File: src/boot_settings.svh
`ifndef BOOT_SETTINGS_SVH
`define BOOT_SETTINGS_SVH

// Flash byte address of the first image byte
`define BOOT_FLASH_BASE 24'h010000

// Image size in 32-bit words
`define BOOT_WORDS 16

// Boot RAM word address width, must cover BOOT_WORDS
`define BOOT_RAM_AW 4

// Plain serial read opcode of the flash
`define BOOT_READ_CMD 8'h03

// Clocks per UART bit
// small value keeps simulation short
`define BOOT_UART_DIV 8

`endif

File: src/boot_pkg.sv
`default_nettype none

`include "boot_settings.svh"

package boot_pkg;

   // Image word, also the checksum width
   typedef logic [31:0] word_t;

   // Word address into the boot RAM
   typedef logic [`BOOT_RAM_AW-1:0] ram_addr_t;

   // SPI reader phases
   typedef enum logic [2:0] {
      SPI_IDLE,
      SPI_CMD,    // 8 opcode bits
      SPI_ADDR,   // 24 address bits
      SPI_DATA,   // read_len bytes in
      SPI_FINISH  // CS released, report end
   } spi_phase_t;

   // Boot sequencer states
   typedef enum logic [1:0] {
      SEQ_IDLE,
      SEQ_LOAD,   // Flash to RAM copy
      SEQ_REPORT, // Checksum out on UART
      SEQ_DONE
   } seq_state_t;

endpackage

`default_nettype wire

File: src/spi_flash_reader.sv
`default_nettype none

`include "boot_settings.svh"

module spi_flash_reader import boot_pkg::*; (
   input  logic        clk,
   input  logic        rst_n,
   input  logic        read_start,
   input  logic [15:0] read_len,
   output logic        byte_valid,
   output logic [7:0]  byte_data,
   output logic        read_end,
   output logic        spi_sck,
   output logic        spi_cs_n,
   output logic        spi_mosi,
   input  logic        spi_miso
);

   spi_phase_t  phase;
   logic [31:0] tx_shift;  // Opcode then address MSB first
   logic [2:0]  bit_cnt;   // Bit within current byte
   logic [15:0] byte_cnt;  // Byte within current phase
   logic [15:0] len_q;     // Latched data length
   logic [6:0]  rx_shift;  // First seven bits of incoming byte
   logic        last_byte;

   // Top bit goes out with zeros behind the address
   assign spi_mosi = tx_shift[31];

   // End of phase test for the eighth falling edge
   always_comb begin
      case (phase)
         SPI_CMD:  last_byte = 1'b1;
         SPI_ADDR: last_byte = (byte_cnt == 16'd2);
         default:  last_byte = (byte_cnt == len_q - 16'd1);
      endcase
   end

   always_ff @(posedge clk or negedge rst_n) begin
      if (!rst_n) begin
         phase      <= SPI_IDLE;
         spi_cs_n   <= 1'b1;
         spi_sck    <= 1'b0;
         tx_shift   <= '0;
         bit_cnt    <= '0;
         byte_cnt   <= '0;
         byte_valid <= 1'b0;
         read_end   <= 1'b0;
      end else begin
         byte_valid <= 1'b0; // Strobes default low
         read_end   <= 1'b0;
         case (phase)
            SPI_IDLE: begin
               if (read_start) begin
                  spi_cs_n <= 1'b0; // Select one cycle after start
                  tx_shift <= {`BOOT_READ_CMD, `BOOT_FLASH_BASE};
                  bit_cnt  <= '0;
                  byte_cnt <= '0;
                  phase    <= SPI_CMD;
               end
            end
            SPI_FINISH: begin
               read_end <= 1'b1; // CS already high here
               phase    <= SPI_IDLE;
            end
            default: begin
               spi_sck <= ~spi_sck; // Half bit per clk
               if (!spi_sck) begin
                  // Rising SCK ends a data byte after bit 7
                  byte_valid <= (phase == SPI_DATA) && (bit_cnt == 3'd7);
               end else begin
                  // Falling SCK shifts the next MOSI bit out
                  tx_shift <= {tx_shift[30:0], 1'b0};
                  bit_cnt  <= bit_cnt + 3'd1;
                  if (bit_cnt == 3'd7) begin
                     byte_cnt <= byte_cnt + 16'd1;
                     if (last_byte) begin
                        byte_cnt <= '0;
                        if (phase == SPI_CMD) begin
                           phase <= SPI_ADDR;
                        end else if (phase == SPI_ADDR) begin
                           phase <= SPI_DATA;
                        end else begin
                           phase    <= SPI_FINISH;
                           spi_cs_n <= 1'b1; // Deselect with SCK back low
                        end
                     end
                  end
               end
            end
         endcase
      end
   end

   // Length latch and receive shifter
   always_ff @(posedge clk) begin
      if (phase == SPI_IDLE && read_start) begin
         len_q <= read_len;
      end
      if (phase == SPI_DATA && !spi_sck) begin
         rx_shift <= {rx_shift[5:0], spi_miso}; // MSB arrives first
         if (bit_cnt == 3'd7) begin
            byte_data <= {rx_shift, spi_miso};
         end
      end
   end

endmodule

`default_nettype wire

File: src/boot_sequencer.sv
`default_nettype none

`include "boot_settings.svh"

module boot_sequencer import boot_pkg::*; (
   input  logic        clk,
   input  logic        rst_n,
   input  logic        boot_start,
   output logic        read_start,
   output logic [15:0] read_len,
   input  logic        byte_valid,
   input  logic [7:0]  byte_data,
   input  logic        read_end,
   output logic        wr_en,
   output ram_addr_t   wr_addr,
   output word_t       wr_data,
   output logic        tx_start,
   output logic [7:0]  tx_byte,
   input  logic        tx_busy,
   output logic        busy,
   output logic        boot_done
);

   seq_state_t state;
   logic [1:0] lane;     // Byte lane of next byte
   logic [2:0] tx_cnt;   // Checksum bytes already sent
   word_t      checksum;
   word_t      word_next;
   logic       tx_slot;  // UART free and no pulse in flight

   assign read_len  = 16'(`BOOT_WORDS * 4);
   assign word_next = {byte_data, wr_data[31:8]}; // Little-endian fill from top
   assign busy      = (state == SEQ_LOAD) || (state == SEQ_REPORT);
   assign boot_done = (state == SEQ_DONE);
   // tx_busy lags tx_start by one cycle
   assign tx_slot   = !tx_busy && !tx_start;

   always_ff @(posedge clk or negedge rst_n) begin
      if (!rst_n) begin
         state      <= SEQ_IDLE;
         read_start <= 1'b0;
         wr_en      <= 1'b0;
         wr_addr    <= '0;
         tx_start   <= 1'b0;
         lane       <= '0;
         tx_cnt     <= '0;
         checksum   <= '0;
      end else begin
         read_start <= 1'b0;
         wr_en      <= 1'b0;
         tx_start   <= 1'b0;
         if (wr_en) begin
            wr_addr <= wr_addr + 1'b1; // Step after each write
         end
         case (state)
            SEQ_IDLE, SEQ_DONE: begin
               if (boot_start) begin
                  read_start <= 1'b1;
                  wr_addr    <= '0;
                  lane       <= '0;
                  checksum   <= '0;
                  state      <= SEQ_LOAD;
               end
            end
            SEQ_LOAD: begin
               if (byte_valid) begin
                  lane <= lane + 2'd1;
                  if (lane == 2'd3) begin
                     wr_en    <= 1'b1;
                     checksum <= checksum + word_next;
                  end
               end
               if (read_end) begin
                  tx_cnt <= '0;
                  state  <= SEQ_REPORT;
               end
            end
            SEQ_REPORT: begin
               if (tx_slot) begin
                  if (tx_cnt == 3'd4) begin
                     state <= SEQ_DONE; // Last stop bit finished
                  end else begin
                     tx_start <= 1'b1;
                     tx_cnt   <= tx_cnt + 3'd1;
                  end
               end
            end
            default: state <= SEQ_IDLE;
         endcase
      end
   end

   // Word assembler and UART byte select
   always_ff @(posedge clk) begin
      if (state == SEQ_LOAD && byte_valid) begin
         wr_data <= word_next;
      end
      if (state == SEQ_REPORT && tx_slot) begin
         tx_byte <= checksum[{tx_cnt[1:0], 3'b000} +: 8]; // Lowest byte first
      end
   end

endmodule

`default_nettype wire

File: src/boot_ram.sv
`default_nettype none

`include "boot_settings.svh"

module boot_ram import boot_pkg::*; (
   input  logic      clk,
   input  logic      wr_en,
   input  ram_addr_t wr_addr,
   input  word_t     wr_data,
   input  ram_addr_t rd_addr,
   output word_t     rd_data
);

   localparam int DEPTH = 2 ** `BOOT_RAM_AW;

   word_t mem [DEPTH]; // Loaded image

   // Write port
   always_ff @(posedge clk) begin
      if (wr_en) begin
         mem[wr_addr] <= wr_data;
      end
   end

   // Read data one cycle after address
   always_ff @(posedge clk) begin
      rd_data <= mem[rd_addr];
   end

endmodule

`default_nettype wire

File: src/uart_tx.sv
`default_nettype none

`include "boot_settings.svh"

module uart_tx (
   input  logic       clk,
   input  logic       rst_n,
   input  logic       tx_start,
   input  logic [7:0] tx_byte,
   output logic       tx_busy,
   output logic       uart_txd
);

   localparam int BAUD_W = (`BOOT_UART_DIV > 1) ? $clog2(`BOOT_UART_DIV) : 1;

   logic [BAUD_W-1:0] baud_cnt;
   logic [3:0]        bit_cnt;   // Bits done after start bit
   logic [8:0]        shreg;     // Data LSB first, then stop
   logic              bit_end;

   assign bit_end = (baud_cnt == BAUD_W'(`BOOT_UART_DIV - 1));

   always_ff @(posedge clk or negedge rst_n) begin
      if (!rst_n) begin
         tx_busy  <= 1'b0;
         uart_txd <= 1'b1; // Line idles high
         baud_cnt <= '0;
         bit_cnt  <= '0;
      end else if (!tx_busy) begin
         if (tx_start) begin
            tx_busy  <= 1'b1;
            uart_txd <= 1'b0; // Start bit
            baud_cnt <= '0;
            bit_cnt  <= '0;
         end
      end else if (bit_end) begin
         baud_cnt <= '0;
         if (bit_cnt == 4'd9) begin
            tx_busy <= 1'b0; // Stop bit over
         end else begin
            uart_txd <= shreg[0];
            bit_cnt  <= bit_cnt + 4'd1;
         end
      end else begin
         baud_cnt <= baud_cnt + 1'b1;
      end
   end

   // Frame shifter
   always_ff @(posedge clk) begin
      if (!tx_busy && tx_start) begin
         shreg <= {1'b1, tx_byte};
      end else if (tx_busy && bit_end) begin
         shreg <= {1'b1, shreg[8:1]};
      end
   end

endmodule

`default_nettype wire

File: src/flash_boot_top.sv
`default_nettype none

module flash_boot_top import boot_pkg::*; (
   input  logic      clk,
   input  logic      rst_n,
   input  logic      boot_start,
   input  ram_addr_t rd_addr,     // Debug read port
   output word_t     rd_data,
   output logic      spi_sck,
   output logic      spi_cs_n,
   output logic      spi_mosi,
   input  logic      spi_miso,
   output logic      uart_txd,
   output logic      busy,
   output logic      boot_done
);

   logic        read_start;
   logic [15:0] read_len;
   logic        byte_valid;
   logic [7:0]  byte_data;
   logic        read_end;
   logic        wr_en;
   ram_addr_t   wr_addr;
   word_t       wr_data;
   logic        tx_start;
   logic [7:0]  tx_byte;
   logic        tx_busy;

   // Flash side
   spi_flash_reader u_reader (
      .clk        (clk),
      .rst_n      (rst_n),
      .read_start (read_start),
      .read_len   (read_len),
      .byte_valid (byte_valid),
      .byte_data  (byte_data),
      .read_end   (read_end),
      .spi_sck    (spi_sck),
      .spi_cs_n   (spi_cs_n),
      .spi_mosi   (spi_mosi),
      .spi_miso   (spi_miso)
   );

   boot_sequencer u_seq (
      .clk        (clk),
      .rst_n      (rst_n),
      .boot_start (boot_start),
      .read_start (read_start),
      .read_len   (read_len),
      .byte_valid (byte_valid),
      .byte_data  (byte_data),
      .read_end   (read_end),
      .wr_en      (wr_en),
      .wr_addr    (wr_addr),
      .wr_data    (wr_data),
      .tx_start   (tx_start),
      .tx_byte    (tx_byte),
      .tx_busy    (tx_busy),
      .busy       (busy),
      .boot_done  (boot_done)
   );

   boot_ram u_ram (
      .clk     (clk),
      .wr_en   (wr_en),
      .wr_addr (wr_addr),
      .wr_data (wr_data),
      .rd_addr (rd_addr),
      .rd_data (rd_data)
   );

   // Debug serial out
   uart_tx u_uart (
      .clk      (clk),
      .rst_n    (rst_n),
      .tx_start (tx_start),
      .tx_byte  (tx_byte),
      .tx_busy  (tx_busy),
      .uart_txd (uart_txd)
   );

endmodule

`default_nettype wire

File: config.mk
export PLATFORM = sky130hd
export DESIGN_NAME = flash_boot_top
export DESIGN_NICKNAME = d
export VERILOG_FILES = /design/src/boot_pkg.sv /design/src/spi_flash_reader.sv /design/src/boot_sequencer.sv /design/src/boot_ram.sv /design/src/uart_tx.sv /design/src/flash_boot_top.sv
export VERILOG_INCLUDE_DIRS = /design/src /design/src/src
export SDC_FILE = /design/constraint.sdc
export NUM_CORES = 1
export LEC_CHECK = 0
export ABC_AREA = 1
export ABC_CLOCK_PERIOD_IN_PS = 3000
export CORE_ASPECT_RATIO = 1.75
export CORE_UTILIZATION = 38
export CTS_CLUSTER_DIAMETER = 60
export DETAILED_ROUTE_END_ITERATION = 8
export DONT_BUFFER_PORTS = 1
export HOLD_SLACK_MARGIN = 0.02
export PLACE_DENSITY = 0.52
export SETUP_SLACK_MARGIN = 0.2
export SYNTH_ARGS = -nofsm -noshare
export SYNTH_HDL_FRONTEND = slang
export SYNTH_SLANG_ARGS = --single-unit
File: constraint.sdc
create_clock -name clk -period 3 [get_ports clk]
set_input_delay 0.6 -clock clk [delete_from_list [all_inputs] [get_ports clk]]
set_output_delay 0.6 -clock clk [all_outputs]
set_load 0.05 [all_outputs]
Word level (Yosys, flattened, before mapping)
Memories as Yosys holds them, arrays and structs flattened. A register that Yosys moved wholly into a read port is not among the register bits.
Cells that the tools add are included.
Widths: inputs -> output; s select.
{ "totals": {"inputBits": 8, "memories": 1, "regBits": 176, "output_inout_bits": 38, "elab_cells": 173, "mem_bits_rw": 512} }
{ "mem_list": {"columns": ["memory", "depth", "width", "read_ports", "rd_clocked_by_memory_dff", "wr", "line_no", "rtl"], "rows": [
  ["u_ram.mem", 16, 32, 1, 1, 1, "boot_ram.sv:16", "word_t mem [DEPTH];"]
]} }
{ "classes": {"n_addsub": 8, "n_mux": 75, "bitwise": 2, "n_reduce_logical": 35, "shift": 1, "eq_ne": 26} }
{ "ops": {"columns": ["cell", "n"], "rows": [
  ["$mux 32", 5],
  ["$pmux 32 s2", 2],
  ["$mux 16", 4],
  ["$mux 3", 14],
  ["$add 32x32->32", 1],
  ["$pmux 16 s2", 1],
  ["$shiftx 32x6->8", 1],
  ["$mux 4", 7],
  ["$mux 1", 27],
  ["$ne 2x2->1 const B", 10],
  ["$reduce_and 4->1", 5],
  ["$pmux 3 s2", 3],
  ["$add 16x1->16 const B", 1],
  ["$eq 16x2->1 const B", 1],
  ["$eq 16x6->1 const B", 1],
  ["$mux 8", 2],
  ["$reduce_bool 2->1", 7],
  ["$eq 3x3->1 const B", 4],
  ["$mux 2", 6],
  ["$add 3x1->3 const B", 3],
  ["$reduce_and 3->1", 3],
  ["$reduce_bool 3->1", 3],
  ["$add 4x1->4 const B", 2],
  ["$logic_and 1x1->1", 7],
  ["18 further kinds", 27]
]} }

Logic depth before layout (Yosys ltp)
Gate-level depths: netlist (run 1).
{ "logic_depth": {"ltp_word": 7, "depth_mapped": 14} }

By module
From an unflattened synthesis (run 1), not the netlist that was laid out.
{ "hier_totals": {"cells_unflattened": 3456, "hier_area_um2": 33116.8} }
{ "modules_own_cells": {"columns": ["mod", "area_each_um2", "seq_area_each_um2", "n_inst", "cells_per_inst"], "rows": [
  ["boot_ram", 22730.6, 16015.4, 1, 2120],
  ["boot_sequencer", 5795.6, 2352.3, 1, 816],
  ["spi_flash_reader", 3711.1, 1983.2, 1, 425],
  ["uart_tx", 879.6, 466.7, 1, 95]
]} }

Worst setup path before layout (run 1)
Ideal clock, no wire load.
{ "synth_timing": {"path_type": "reg2reg", "start": "register u_seq.wr_addr[1]", "end": "memory u_ram.mem[12][0] (netlist name) (enable)", "arrival_ns": 2.107, "synth_period_minus_slack_ns": 2.528, "required_ns": 2.579, "stages_incl_launch_ff": 5, "setup_slack_ns": 0.472, "path_cell_list": "dfrtp_1 > inv_1 > ha_1 > nand2_1 > nor2_1"} }
{ "synth_rtl": {"columns": ["item", "line_no", "rtl"], "rows": [
  ["start, declared", "boot_sequencer.sv:15", "output ram_addr_t wr_addr,"],
  ["start signal, assigned", "boot_sequencer.sv:53", "wr_addr <= wr_addr + 1'b1;"],
  ["end, declared", "boot_ram.sv:16", null]
]} }
Straight into the memory's write port.

Final worst setup path (run 1)
{ "layout_timing": {"start": "register u_seq.wr_data[14]", "end": "register u_seq.checksum[31]"} }
{ "layout_via": {"elab_chain_cells": 4} }
{ "layout_lines": {"columns": ["item", "line_no", "rtl"], "rows": [
  ["start, declared", "boot_sequencer.sv:16", "output word_t wr_data,"],
  ["start signal, assigned", "boot_sequencer.sv:96", "wr_data <= word_next;"],
  ["$add 32x32->32", "boot_sequencer.sv:70", "checksum <= checksum + word_next;"],
  ["$mux 32", "boot_sequencer.sv:68", "if (lane == 2'd3) begin"],
  ["$mux 32", "boot_sequencer.sv:66", "if (byte_valid) begin"],
  ["$pmux 32 s2", "boot_sequencer.sv:55", "case (state)"],
  ["end signal, assigned", "boot_sequencer.sv:70", null],
  ["end, declared", "boot_sequencer.sv:27", "word_t checksum;"]
]} }
Every way passes these cells. The select of a mux whose other input is x is not followed.
A chain may end at the register's enable or synchronous reset.

==> results of run 1 <==
## cell usage after synthesis, types with 20 or more instances
| cell type | number | share of area |
|---|---|---|
| a21oi_1 | 158 | 0.026 |
| clkbuf_1 | 64 | 0.0080 |
| dfrtp_1 | 95 | 0.079 |
| dfxtp_1 | 32 | 0.021 |
| edfxtp_1 | 575 | 0.57 |
| ha_1 | 49 | 0.020 |
| inv_1 | 314 | 0.039 |
| mux2i_1 | 128 | 0.043 |
| nand2_1 | 397 | 0.050 |
| nand3_1 | 101 | 0.017 |
| nor2_1 | 118 | 0.015 |
| o211ai_1 | 128 | 0.032 |
| o21ai_0 | 184 | 0.031 |
| o21ai_1 | 40 | 0.0067 |
| o22ai_1 | 20 | 0.0042 |
## registers in the layout (all words and copies together) (netlist names), 3 cells and up
signal / flops
u_seq.checksum: 32
u_uart.shreg: 8
u_reader.byte_cnt: 16
u_ram.mem: 512
u_reader.rx_shift: 7
u_seq.tx_byte: 8
u_uart.bit_cnt: 4
u_uart.baud_cnt: 3
u_ram.rd_data: 32
u_reader.phase: 3
u_reader.bit_cnt: 3
u_seq.wr_data: 32
u_reader.byte_data: 8
u_seq.wr_addr: 4
u_seq.tx_cnt: 3
u_reader.tx_shift: 16
## cell families (layout without fill, tap and decap cells)
logic type,Yosys count,in the layout
xor+xnor,12,12
flops,704,704
compound gates,558,558
mux,128,128
simple gates,652,652
buf+inv,430,509
fa+ha+maj,50,50
## metal layers
metal	up-vias	track usage	share of wire
li1	8930	-	-
met1	9467	0.224	0.40
met2	388	0.355	0.52
met3	147	0.0295	0.037
met4	0	0.0966	0.045
met5	-	0	0
## final cells by class
class / instances / area (sq um)
fill: 7210 / 44500
sequential: 704 / 20300
multi-input combinational: 1400 / 8060
clock buffer: 83 / 1850
tap: 1035 / 1290
inverter: 323 / 1220
timing repair buffer: 60 / 588
clock inverter: 43 / 559
## final timing paths
check	startpoint	endpoint	depth (start not counted)	slack, ns
setup / recovery	u_seq.wr_data[14]$_DFFE_PP_	u_seq.checksum[31]$_DFFE_PN0P_	12	0.61
setup reg to reg	u_seq.wr_data[14]$_DFFE_PP_	u_seq.checksum[31]$_DFFE_PN0P_	12	0.61
hold / removal	rd_addr[3]	u_ram.rd_data[14]$_DFF_P_	2	0.12
hold reg to reg	u_reader.rx_shift[6]$_DFFE_PP_	u_reader.byte_data[7]$_DFFE_PP_	0	0.44
max in group asynchronous	rst_n	u_reader.byte_cnt[5]$_DFFE_PN0P_	2	1.96
min in group asynchronous	rst_n	u_seq.checksum[10]$_DFFE_PN0P_	2	0.53
## through the flow
stage	setup WS [ns]	util	cells	hold WS (ns)	instance area, sq um
2_1_floorplan	0.472	-	2534	0.304	30100
3_3_place_gp	0.693	0.401	3519	0.315	31500
3_5_place_dp	0.642	0.401	3519	0.315	31500
4_1_cts	0.582	0.432	3648	0.0836	33900
5_1_grt	0.395	0.432	3648	0.110	33900
6_report	0.611	0.432	3648	0.120	33900
## worst max-delay path, cell delays in order (launching register included)
cell and delay, ns:
edfxtp_1 0.65, ha_1 0.49, nand2_1 0.13, nor2_1 0.18
nand3_1 0.10, nand2_1 0.13, nand2_1 0.07, nand2_1 0.17
nand2_1 0.12, nand2_1 0.08, nand2_1 0.06, nand3_1 0.07
nand2_1 0.05
## power by group through the flow
stage	sequential (W)	clock, W	combinational (W)
after global placement	0.0120	0	0.00454
final	0.0118	0.00929	0.00464
after detailed placement	0.0120	0	0.00461
after floorplan	0.0118	0	0.00352
after CTS	0.0118	0.00953	0.00466
after global routing	0.0119	0.00985	0.00521
## timing repair
action / CTS / global route
endpoints found under the hold margin: 99 / 0
setup buffers: 0 / 0
hold buffers: 3 / 0
==> impl_metrics.tcl, run 1 <==
set metrics [dict create \
    antenna_cells 0 \
    slew_headroom 0.517 \
    max_freq_mhz 419 \
    dr.pass1.iters 5 \
    status "finished clean" \
    synth_edf_count 575 \
    grt_pass1_wl_microns 118000 \
    synth_seq_area_share 0.676 \
    async_flop_share 0.138 \
    core-area_sq_mm 0.0784 \
    cts_buffers 69 \
    ys_ff_latch 704 \
    gp_congestion 0.901 \
    fin_crit_sh 0.796 \
    cap_violations 0 \
    hold_path.class "primary input to flip-flop" \
    h-tree-depth 3 \
    pin_count 46 \
    drc_errors 0 \
    setup_viol_count_final 0 \
    finalMaxSlewViolations 0 \
    path_max_fanout 18 \
    fin_tns_setup_ns 0 \
    syn_to_final_growth_pct 12.8 \
    synth-compound-area-share 0.107 \
    wl_microns 78400 \
    synth_xor_area_frac 0.00350 \
    synth-simple-area-share 0.0895 \
    synth_fa_ha_area_frac 0.0211 \
    drive_gt1_frac 0.0838 \
    timing_worst_setup_path_type "flip-flop to flip-flop" \
    worst_pin_slew_ns 0.725 \
    synth_top_family_by_area "compound AO/OA/AOI/OAI gates" \
    grt_pass1_vias 19300 \
    final_net_count 2616 \
    syn-num-nets 2592 \
    power_w 0.0258 \
    syn_area_per_cell_sq_um 11.9 \
    routedWlPerCell_microns 21.5 \
    cp_data_required_time_ns 3.53 \
    tritoncts "done" \
    final_cell_mix "edfxtp_1 (575), nand2_1 (397), inv_1 (312)" \
    drt_iter0_drc 1218 \
    portBuffers 0 \
    cts_root_buffer "clkbuf_16" \
    numClockSinks 704 \
    hold_viol 0 \
    mostFrequentLayoutCell "edfxtp_1" \
    clockPowerShare 0.360 \
    dp_hpwl_microns 46400 \
    endpoint_kind "flip-flop" \
    clk_path_buf_depth 3 \
    ir_worst_vdd_mv 0.616 \
    p_per_area_mw_per_mm2 760 \
    grt_max_degree 385 \
    dieArea_sq_mm 0.0803 \
    routed_via_density 5.19 \
    grt_overflow 0 \
    grt_use_total 0.196 \
    muxShareOfSynthArea 0.0426 \
    rsz0062_at_grt "false" \
    arrival_ns 2.92 \
    finClkSkew_ns 0.0272 \
    p_leak_nw 13.2 \
    fp.dieH_microns 374 \
    p_seq_frac 0.460 \
    start_util 0.383 \
    postSynthCellCount 2534 \
    ys_warn_count 0 \
    synth_cell_types 47 \
    rows 136 \
    switching_share 0.304 \
    clkTransAtPathRegs_ns 0.06 \
    p_comb_frac 0.180 \
    die_x_microns 215 \
    cts-resized-gates 0 \
    finalWorstPathRequiredPeriod_ns 2.39 \
    antenna_found_initial 0 \
    internal_power_w 0.0179 \
    syn_area_sq_mm 0.0301 \
    ys.flop_type "edfxtp_1" \
    clkLatencyLatePin_ns 0.64 \
    drtAntennaViolNets 0 \
    start_kind "flip-flop" \
    switchingPower_w 0.00783 \
    vias 18900 \
]
Note: power is estimated with default switching activity, not from simulation.
==> run 2: changes to the inputs <==
Settings changed: ABC_AREA 1 to 0, ABC_CLOCK_PERIOD_IN_PS 3000 to 2000, PLACE_DENSITY 0.52 to 0.54.
Clock period 3 ns to 2 ns, I/O delays scaled along.
==> impl_metrics.tcl, run 2 <==
set metrics [dict create \
    setup_viol_count_final 26 \
    clk_path_buf_depth 3 \
    synth_top_area_frac 0.616 \
    grt_overflow 0 \
    cpMostUsedCell "o21ai_1" \
    grt_pass1_wl_microns 100000 \
    mostFrequentLayoutCell "edfxtp_1" \
    rr_endpoint "u_seq.checksum[28]$_DFFE_PN0P_" \
    path_max_fanout 3 \
    rsz0062_at_grt "true" \
    ys.flop_type "edfxtp_1" \
    drtAntennaViolNets 0 \
    fin_area_sq_mm 0.0343 \
    r2r_slack_ns -0.58 \
    slowest_delay_ns 0.39 \
    final_cell_mix "edfxtp_1 (575), buf_4 (195), mux4_2 (168)" \
    finalWorstPathRequiredPeriod_ns 2.58 \
    r2r_cells 11 \
    final_net_count 1823 \
    worst_slack_ns -0.580 \
    drive_gt1_frac 0.359 \
    syn-num-nets 1563 \
    dr.pass1.iters 7 \
    dp_hpwl_microns 38100 \
    place_inst 2581 \
    slew_headroom 0.557 \
    synth_edf_count 575 \
    portBuffers 0 \
    dpl_cell_area_sq_mm 0.0311 \
    ys_warn_count 0 \
    core-area_sq_mm 0.0729 \
    h-tree-depth 3 \
    slowest_stage "a2111oi_2" \
    routed_via_density 5.36 \
    antenna_cells 0 \
    cts_buffers 68 \
    syn_area_sq_mm 0.0280 \
    finalMaxSlewViolations 0 \
    fin_crit_sh 1.29 \
    cts_root_buffer "clkbuf_16" \
    p_leak_nw 11.9 \
    synth_cell_types 66 \
    syn_area_per_cell_sq_um 18.6 \
    wl_microns 67200 \
    status "finished with violations" \
    routedWlPerCell_microns 24.4 \
    worst_pin_slew_ns 0.664 \
    die_x_microns 207 \
    syn_to_final_growth_pct 22.4 \
    clkTransAtPathRegs_ns 0.07 \
    top_register "u_ram.mem" \
    final_util 0.471 \
    drc_errors 0 \
    timing_worst_setup_path_type "flip-flop to flip-flop" \
    cap_violations 0 \
    worstPathCellList "ha_2 > inv_2 > fa_2 > nor2b_2 > o211ai_1 > a2111oi_2 > o21ai_1 > a31oi_2 > a311oi_1 > xor2_1 > o21ai_1" \
    fp.dieH_microns 361 \
    hold_viol 97 \
    timing.hold.ws_ns -0.512 \
    yosysTopAreaCell "edfxtp_1" \
    arrival_ns 3.13 \
    synth_most_common_cell "edfxtp_1" \
    endpoint_kind "flip-flop" \
    clkLatencyLatePin_ns 0.62 \
    synth_area_leaders "edfxtp_1 (62%), mux4_2 (13%), dfrtp_1 (8.5%)" \
    finClkSkew_ns 0.0222 \
    ctsHoldBuffers 5 \
    start_kind "flip-flop" \
    numClockSinks 704 \
    violations "negative hold slack, negative setup slack" \
    cp_data_required_time_ns 2.55 \
    pin_count 46 \
    async_flop_share 0.138 \
    gp_congestion 0.840 \
    ys_ff_latch 704 \
    synth_seq_area_share 0.725 \
    synth_common_cells "edfxtp_1 (575), mux4_2 (168), dfrtp_1 (95)" \
    antenna_found_initial 0 \
    dieArea_sq_mm 0.0749 \
    grt_pass1_vias 15800 \
    start_util 0.384 \
    grt_max_degree 129 \
    hold_path.class "primary input to asynchronous set/reset pin" \
    p_per_area_mw_per_mm2 983 \
    postSynthCellCount 1505 \
    rows 131 \
    r2r_start "u_seq.wr_data[8]$_DFFE_PP_" \
    fillCellCount 6108 \
    vias 14700 \
    fin_cells 2752 \
    max_freq_mhz 388 \
    grt_use_total 0.182 \
    ir_worst_vdd_mv 0.798 \
    largest_register_ffs 512 \
    drt_iter0_drc 928 \
    tritoncts "done" \
]
==> run 2: cell count changes after synthesis, sizes merged, moves of 120 or more <==
cell / previous run / this run
mux4: 0 / 168
mux2i: 128 / 8
o21ai: 226 / 64
o211ai: 128 / 4
a21oi: 167 / 34
inv: 321 / 23
nand2: 402 / 81
==> run 2: what timing repair did <==
action                                 4_1_cts  5_1_grt
endpoints found under the hold margin      126       97
pin swaps                                   52       42
gates resized for setup                     75       74
buffers inserted                            21       14
cloned                                       3        2
setup endpoints to repair                  107       87
==> run 2: kinds of logic (layout without fill, tap and decap cells) <==
family / after synthesis / after routing / synth area share
AOI/OAI and AO/OA: 184 / 184 / 0.0435
DFF: 704 / 704 / 0.725
xor gates and xnor gates: 46 / 46 / 0.0144
buffers and inverters: 84 / 399 / 0.0113
muxes: 183 / 183 / 0.141
adders and majority gates: 50 / 50 / 0.0226
and+or+nand+nor: 254 / 255 / 0.0421
==> run 2: cell type report <==
class                   count  area, sq um  area share
repair buffers            250         2390      0.0697
clock inverters            35          313     0.00911
flip-flops and latches    704        20300       0.593
multi-input cells         718         8170       0.238
well taps                 931         1160      0.0339
inverters                  23         92.6     0.00270
clock buffers              91         1850      0.0539
==> run 2: layer usage <==
metal | vias up | part of all wire | global-route usage
met5 | - | 0 | 0
met4 | 0 | 0.028 | 0.0654
met3 | 102 | 0.033 | 0.0256
met2 | 278 | 0.56 | 0.346
met1 | 7813 | 0.38 | 0.205
li1 | 6553 | - | -
==> run 2: worst max-delay path: cells and delay by family, from the launching register on <==
kind                       cells  cell delay, ns
AOI/OAI and AO/OA              6            1.25
adders and majority gates      2            0.56
DFF                            1            0.37
xor gates and xnor gates       1            0.15
and+or+nand+nor                1            0.13
buffers and inverters          1            0.05
==> run 2: per-stage QoR <==
| step | setup WS, ns | total power (W) | setup TNS [ns] |
|---|---|---|---|
| floorplan | -0.709 | 0.0194 | -7.80 |
| CTS | -0.599 | 0.0337 | -9.15 |
| global placement | -0.636 | 0.0201 | -8.40 |
| global route | -0.718 | 0.0350 | -12.28 |
| finish | -0.580 | 0.0337 | -9.24 |
| detailed placement | -0.725 | 0.0202 | -10.10 |
==> run 2: worst max path at each step <==
stage                               start                        endpoint  slack (ns)  cells after the start
6_report       u_seq.wr_data[8]$_DFFE_PP_  u_seq.checksum[28]$_DFFE_PN0P_       -0.58                     11
5_1_grt        u_seq.wr_data[8]$_DFFE_PP_  u_seq.checksum[28]$_DFFE_PN0P_       -0.72                     11
4_1_cts        u_seq.wr_data[8]$_DFFE_PP_  u_seq.checksum[28]$_DFFE_PN0P_       -0.60                     11
3_5_place_dp   u_seq.wr_data[8]$_DFFE_PP_  u_seq.checksum[28]$_DFFE_PN0P_       -0.73                     11
3_3_place_gp   u_seq.wr_data[8]$_DFFE_PP_  u_seq.checksum[28]$_DFFE_PN0P_       -0.64                     11
2_1_floorplan  u_seq.wr_data[8]$_DFFE_PP_  u_seq.checksum[28]$_DFFE_PN0P_       -0.71                     11
==> run 2: power breakdown <==
group          total, W  internal (W)  switching, W
Sequential       0.0170        0.0163      0.000680
Combinational   0.00415       0.00211       0.00204
Clock            0.0126       0.00689       0.00568
Total            0.0337        0.0253       0.00840
==> run 3: changes to the inputs <==
Settings changed: CORE_ASPECT_RATIO 1.75 to not set.
==> impl_metrics.tcl, run 3 (synthesized netlist as in run 2, its figures left out) <==
set metrics [dict create \
    fin_crit_sh 1.30 \
    grt_overflow 0 \
    tritoncts "done" \
    ir_worst_vdd_mv 1.42 \
    grt_max_degree 129 \
    r2r_slack_ns -0.59 \
    rsz0062_at_grt "true" \
    cts_buffers 77 \
    mostFrequentLayoutCell "edfxtp_1" \
    finalMaxSlewViolations 0 \
    drt_iter0_drc 1102 \
    gp_congestion 0.828 \
    status "finished with violations" \
    clk_path_buf_depth 3 \
    slew_headroom 0.558 \
    worst_slack_ns -0.594 \
    clkTransAtPathRegs_ns 0.06 \
    clockPowerShare 0.410 \
    routed_via_density 5.32 \
    clkLatencyLatePin_ns 0.63 \
    switchingPower_w 0.00845 \
    drc_errors 0 \
    core-area_sq_mm 0.0730 \
    rr_endpoint "u_seq.checksum[26]$_DFFE_PN0P_" \
    dp_hpwl_microns 34400 \
    top_register "u_ram.mem" \
    syn_to_final_growth_pct 23.3 \
    largest_register_ffs 512 \
    cap_violations 0 \
    fp.dieH_microns 274 \
    p_per_area_mw_per_mm2 1010 \
    internal_power_w 0.0266 \
    finClkSkew_ns 0.0391 \
    timing.hold.ws_ns -0.522 \
    final_net_count 1811 \
    endpoint_kind "flip-flop" \
    rows 99 \
    setup_viol_count_final 26 \
    dr.pass1.iters 4 \
    setup.worst_path.end "u_seq.checksum[26]$_DFFE_PN0P_" \
    cts_root_buffer "clkbuf_16" \
    start_kind "flip-flop" \
    p_leak_nw 12.0 \
    grt_pass1_vias 15600 \
    r2r_start "u_seq.wr_data[8]$_DFFE_PP_" \
    final_util 0.474 \
    start_util 0.384 \
    path_max_fanout 2 \
    hold_viol 97 \
    ctsHoldBuffers 4 \
    antenna_cells 0 \
    finalWorstPathRequiredPeriod_ns 2.59 \
    cp_data_required_time_ns 2.48 \
    violations "negative hold slack, negative setup slack" \
    antenna_found_initial 3 \
    switching_share 0.241 \
    r2r_cells 12 \
    multi_input_area_sq_mm 0.00817 \
    h-tree-depth 3 \
    dieArea_sq_mm 0.0749 \
    regArea_sq_mm 0.0203 \
    max_freq_mhz 386 \
    arrival_ns 3.08 \
    routedWlPerCell_microns 23.8 \
    wl_microns 66100 \
    final_cell_mix "edfxtp_1 (575), buf_4 (182), mux4_2 (168)" \
    timing_worst_setup_path_type "flip-flop to flip-flop" \
    die_x_microns 274 \
    hold_path.class "primary input to asynchronous set/reset pin" \
    grt_pass1_wl_microns 98900 \
    portBuffers 0 \
    drtAntennaViolNets 0 \
    p_seq_frac 0.485 \
    vias 14800 \
    worst_pin_slew_ns 0.661 \
    fin_tns_setup_ns -9.14 \
    numClockSinks 704 \
    p_comb_frac 0.105 \
    grt_use_total 0.180 \
    setup.worst_path.start "u_seq.wr_data[8]$_DFFE_PP_" \
    fillCellCount 6129 \
    pin_count 46 \
    drive_gt1_frac 0.362 \
]
## run 3: cell types whose count changed in the layout (fill, tap and decap cells not counted), moves of 3 or more
cell,delta
clkbuf_8,+7
buf_4,-13
buf_12,-3
clkinv_2,+8
clkbuf_16,+9
a21oi_1,+4
clkinvlp_4,+3
clkinv_1,-4
clkbuf_1,-7
clkinv_8,-4
bufinv_16,+4
## run 3: final cells by class
class                           count  share of cell area
Sequential cell                   704               0.588
Multi-Input combinational cell    718               0.236
Clock buffer                      101              0.0627
Timing Repair Buffer              229              0.0626
Tap cell                          959              0.0347
Clock inverter                     42              0.0128
Inverter                           23             0.00268
## run 3: power by group through the flow
stage	registers [W]	logic [W]	clock network, W
6_report	0.0170	0.00368	0.0144
5_1_grt	0.0171	0.00399	0.0153
4_1_cts	0.0170	0.00354	0.0148
3_5_place_dp	0.0173	0.00289	0
3_3_place_gp	0.0173	0.00283	0
2_1_floorplan	0.0172	0.00216	0
## run 3: worst min path at each step
stage | endpoint | slack, ns | depth (start not counted)
final | u_uart.bit_cnt[3]$_DFFE_PN0P_ | -0.52 | 0
after global routing | u_seq.checksum[7]$_DFFE_PN0P_ | -0.56 | 0
after CTS | u_seq.checksum[7]$_DFFE_PN0P_ | -0.56 | 0
after detailed placement | u_uart.baud_cnt[0]$_DFFE_PN0N_ | 0.11 | 0
after global placement | u_uart.bit_cnt[0]$_DFFE_PN0P_ | 0.11 | 0
after floorplan | u_reader.bit_cnt[0]$_DFFE_PN0P_ | 0.10 | 0
## run 3: routing by layer
layer / vias up / track usage / routed length [microns]
li1: 6548 / - / -
met1: 7820 / 0.242 / 29100
met2: 296 / 0.302 / 32800
met3: 105 / 0.0275 / 2570
met4: 2 / 0.0548 / 1620
met5: - / 0 / 18
## run 3: per-stage QoR
step	instance area (sq um)	power, W	std cells	setup WS (ns)
finish	34600	0.0351	2776	-0.594
global route	34600	0.0364	2776	-0.747
CTS	34100	0.0353	2752	-0.588
detailed placement	31000	0.0202	2587	-0.683
global placement	31000	0.0201	2587	-0.639
floorplan	28600	0.0194	1505	-0.709
## run 3: worst max-delay path, stage by stage, from the launching register on
cell       delay [ns]
edfxtp_1         0.43
ha_4             0.19
inv_2            0.05
fa_2             0.20
nor2b_2          0.05
buf_4            0.13
o2111a_1         0.25
nor3_4           0.24
o2111ai_4        0.15
nand3_1          0.10
a21boi_1         0.07
or3_1            0.32
a32o_1           0.24
## run 3: timing repair
item / 4_1_cts / 5_1_grt
setup buffers: 15 / 24
hold endpoints to repair: 128 / 97
pin swaps: 43 / 39
gates resized for setup: 78 / 58
cloned: 3 / 0
setup endpoints to repair: 85 / 74
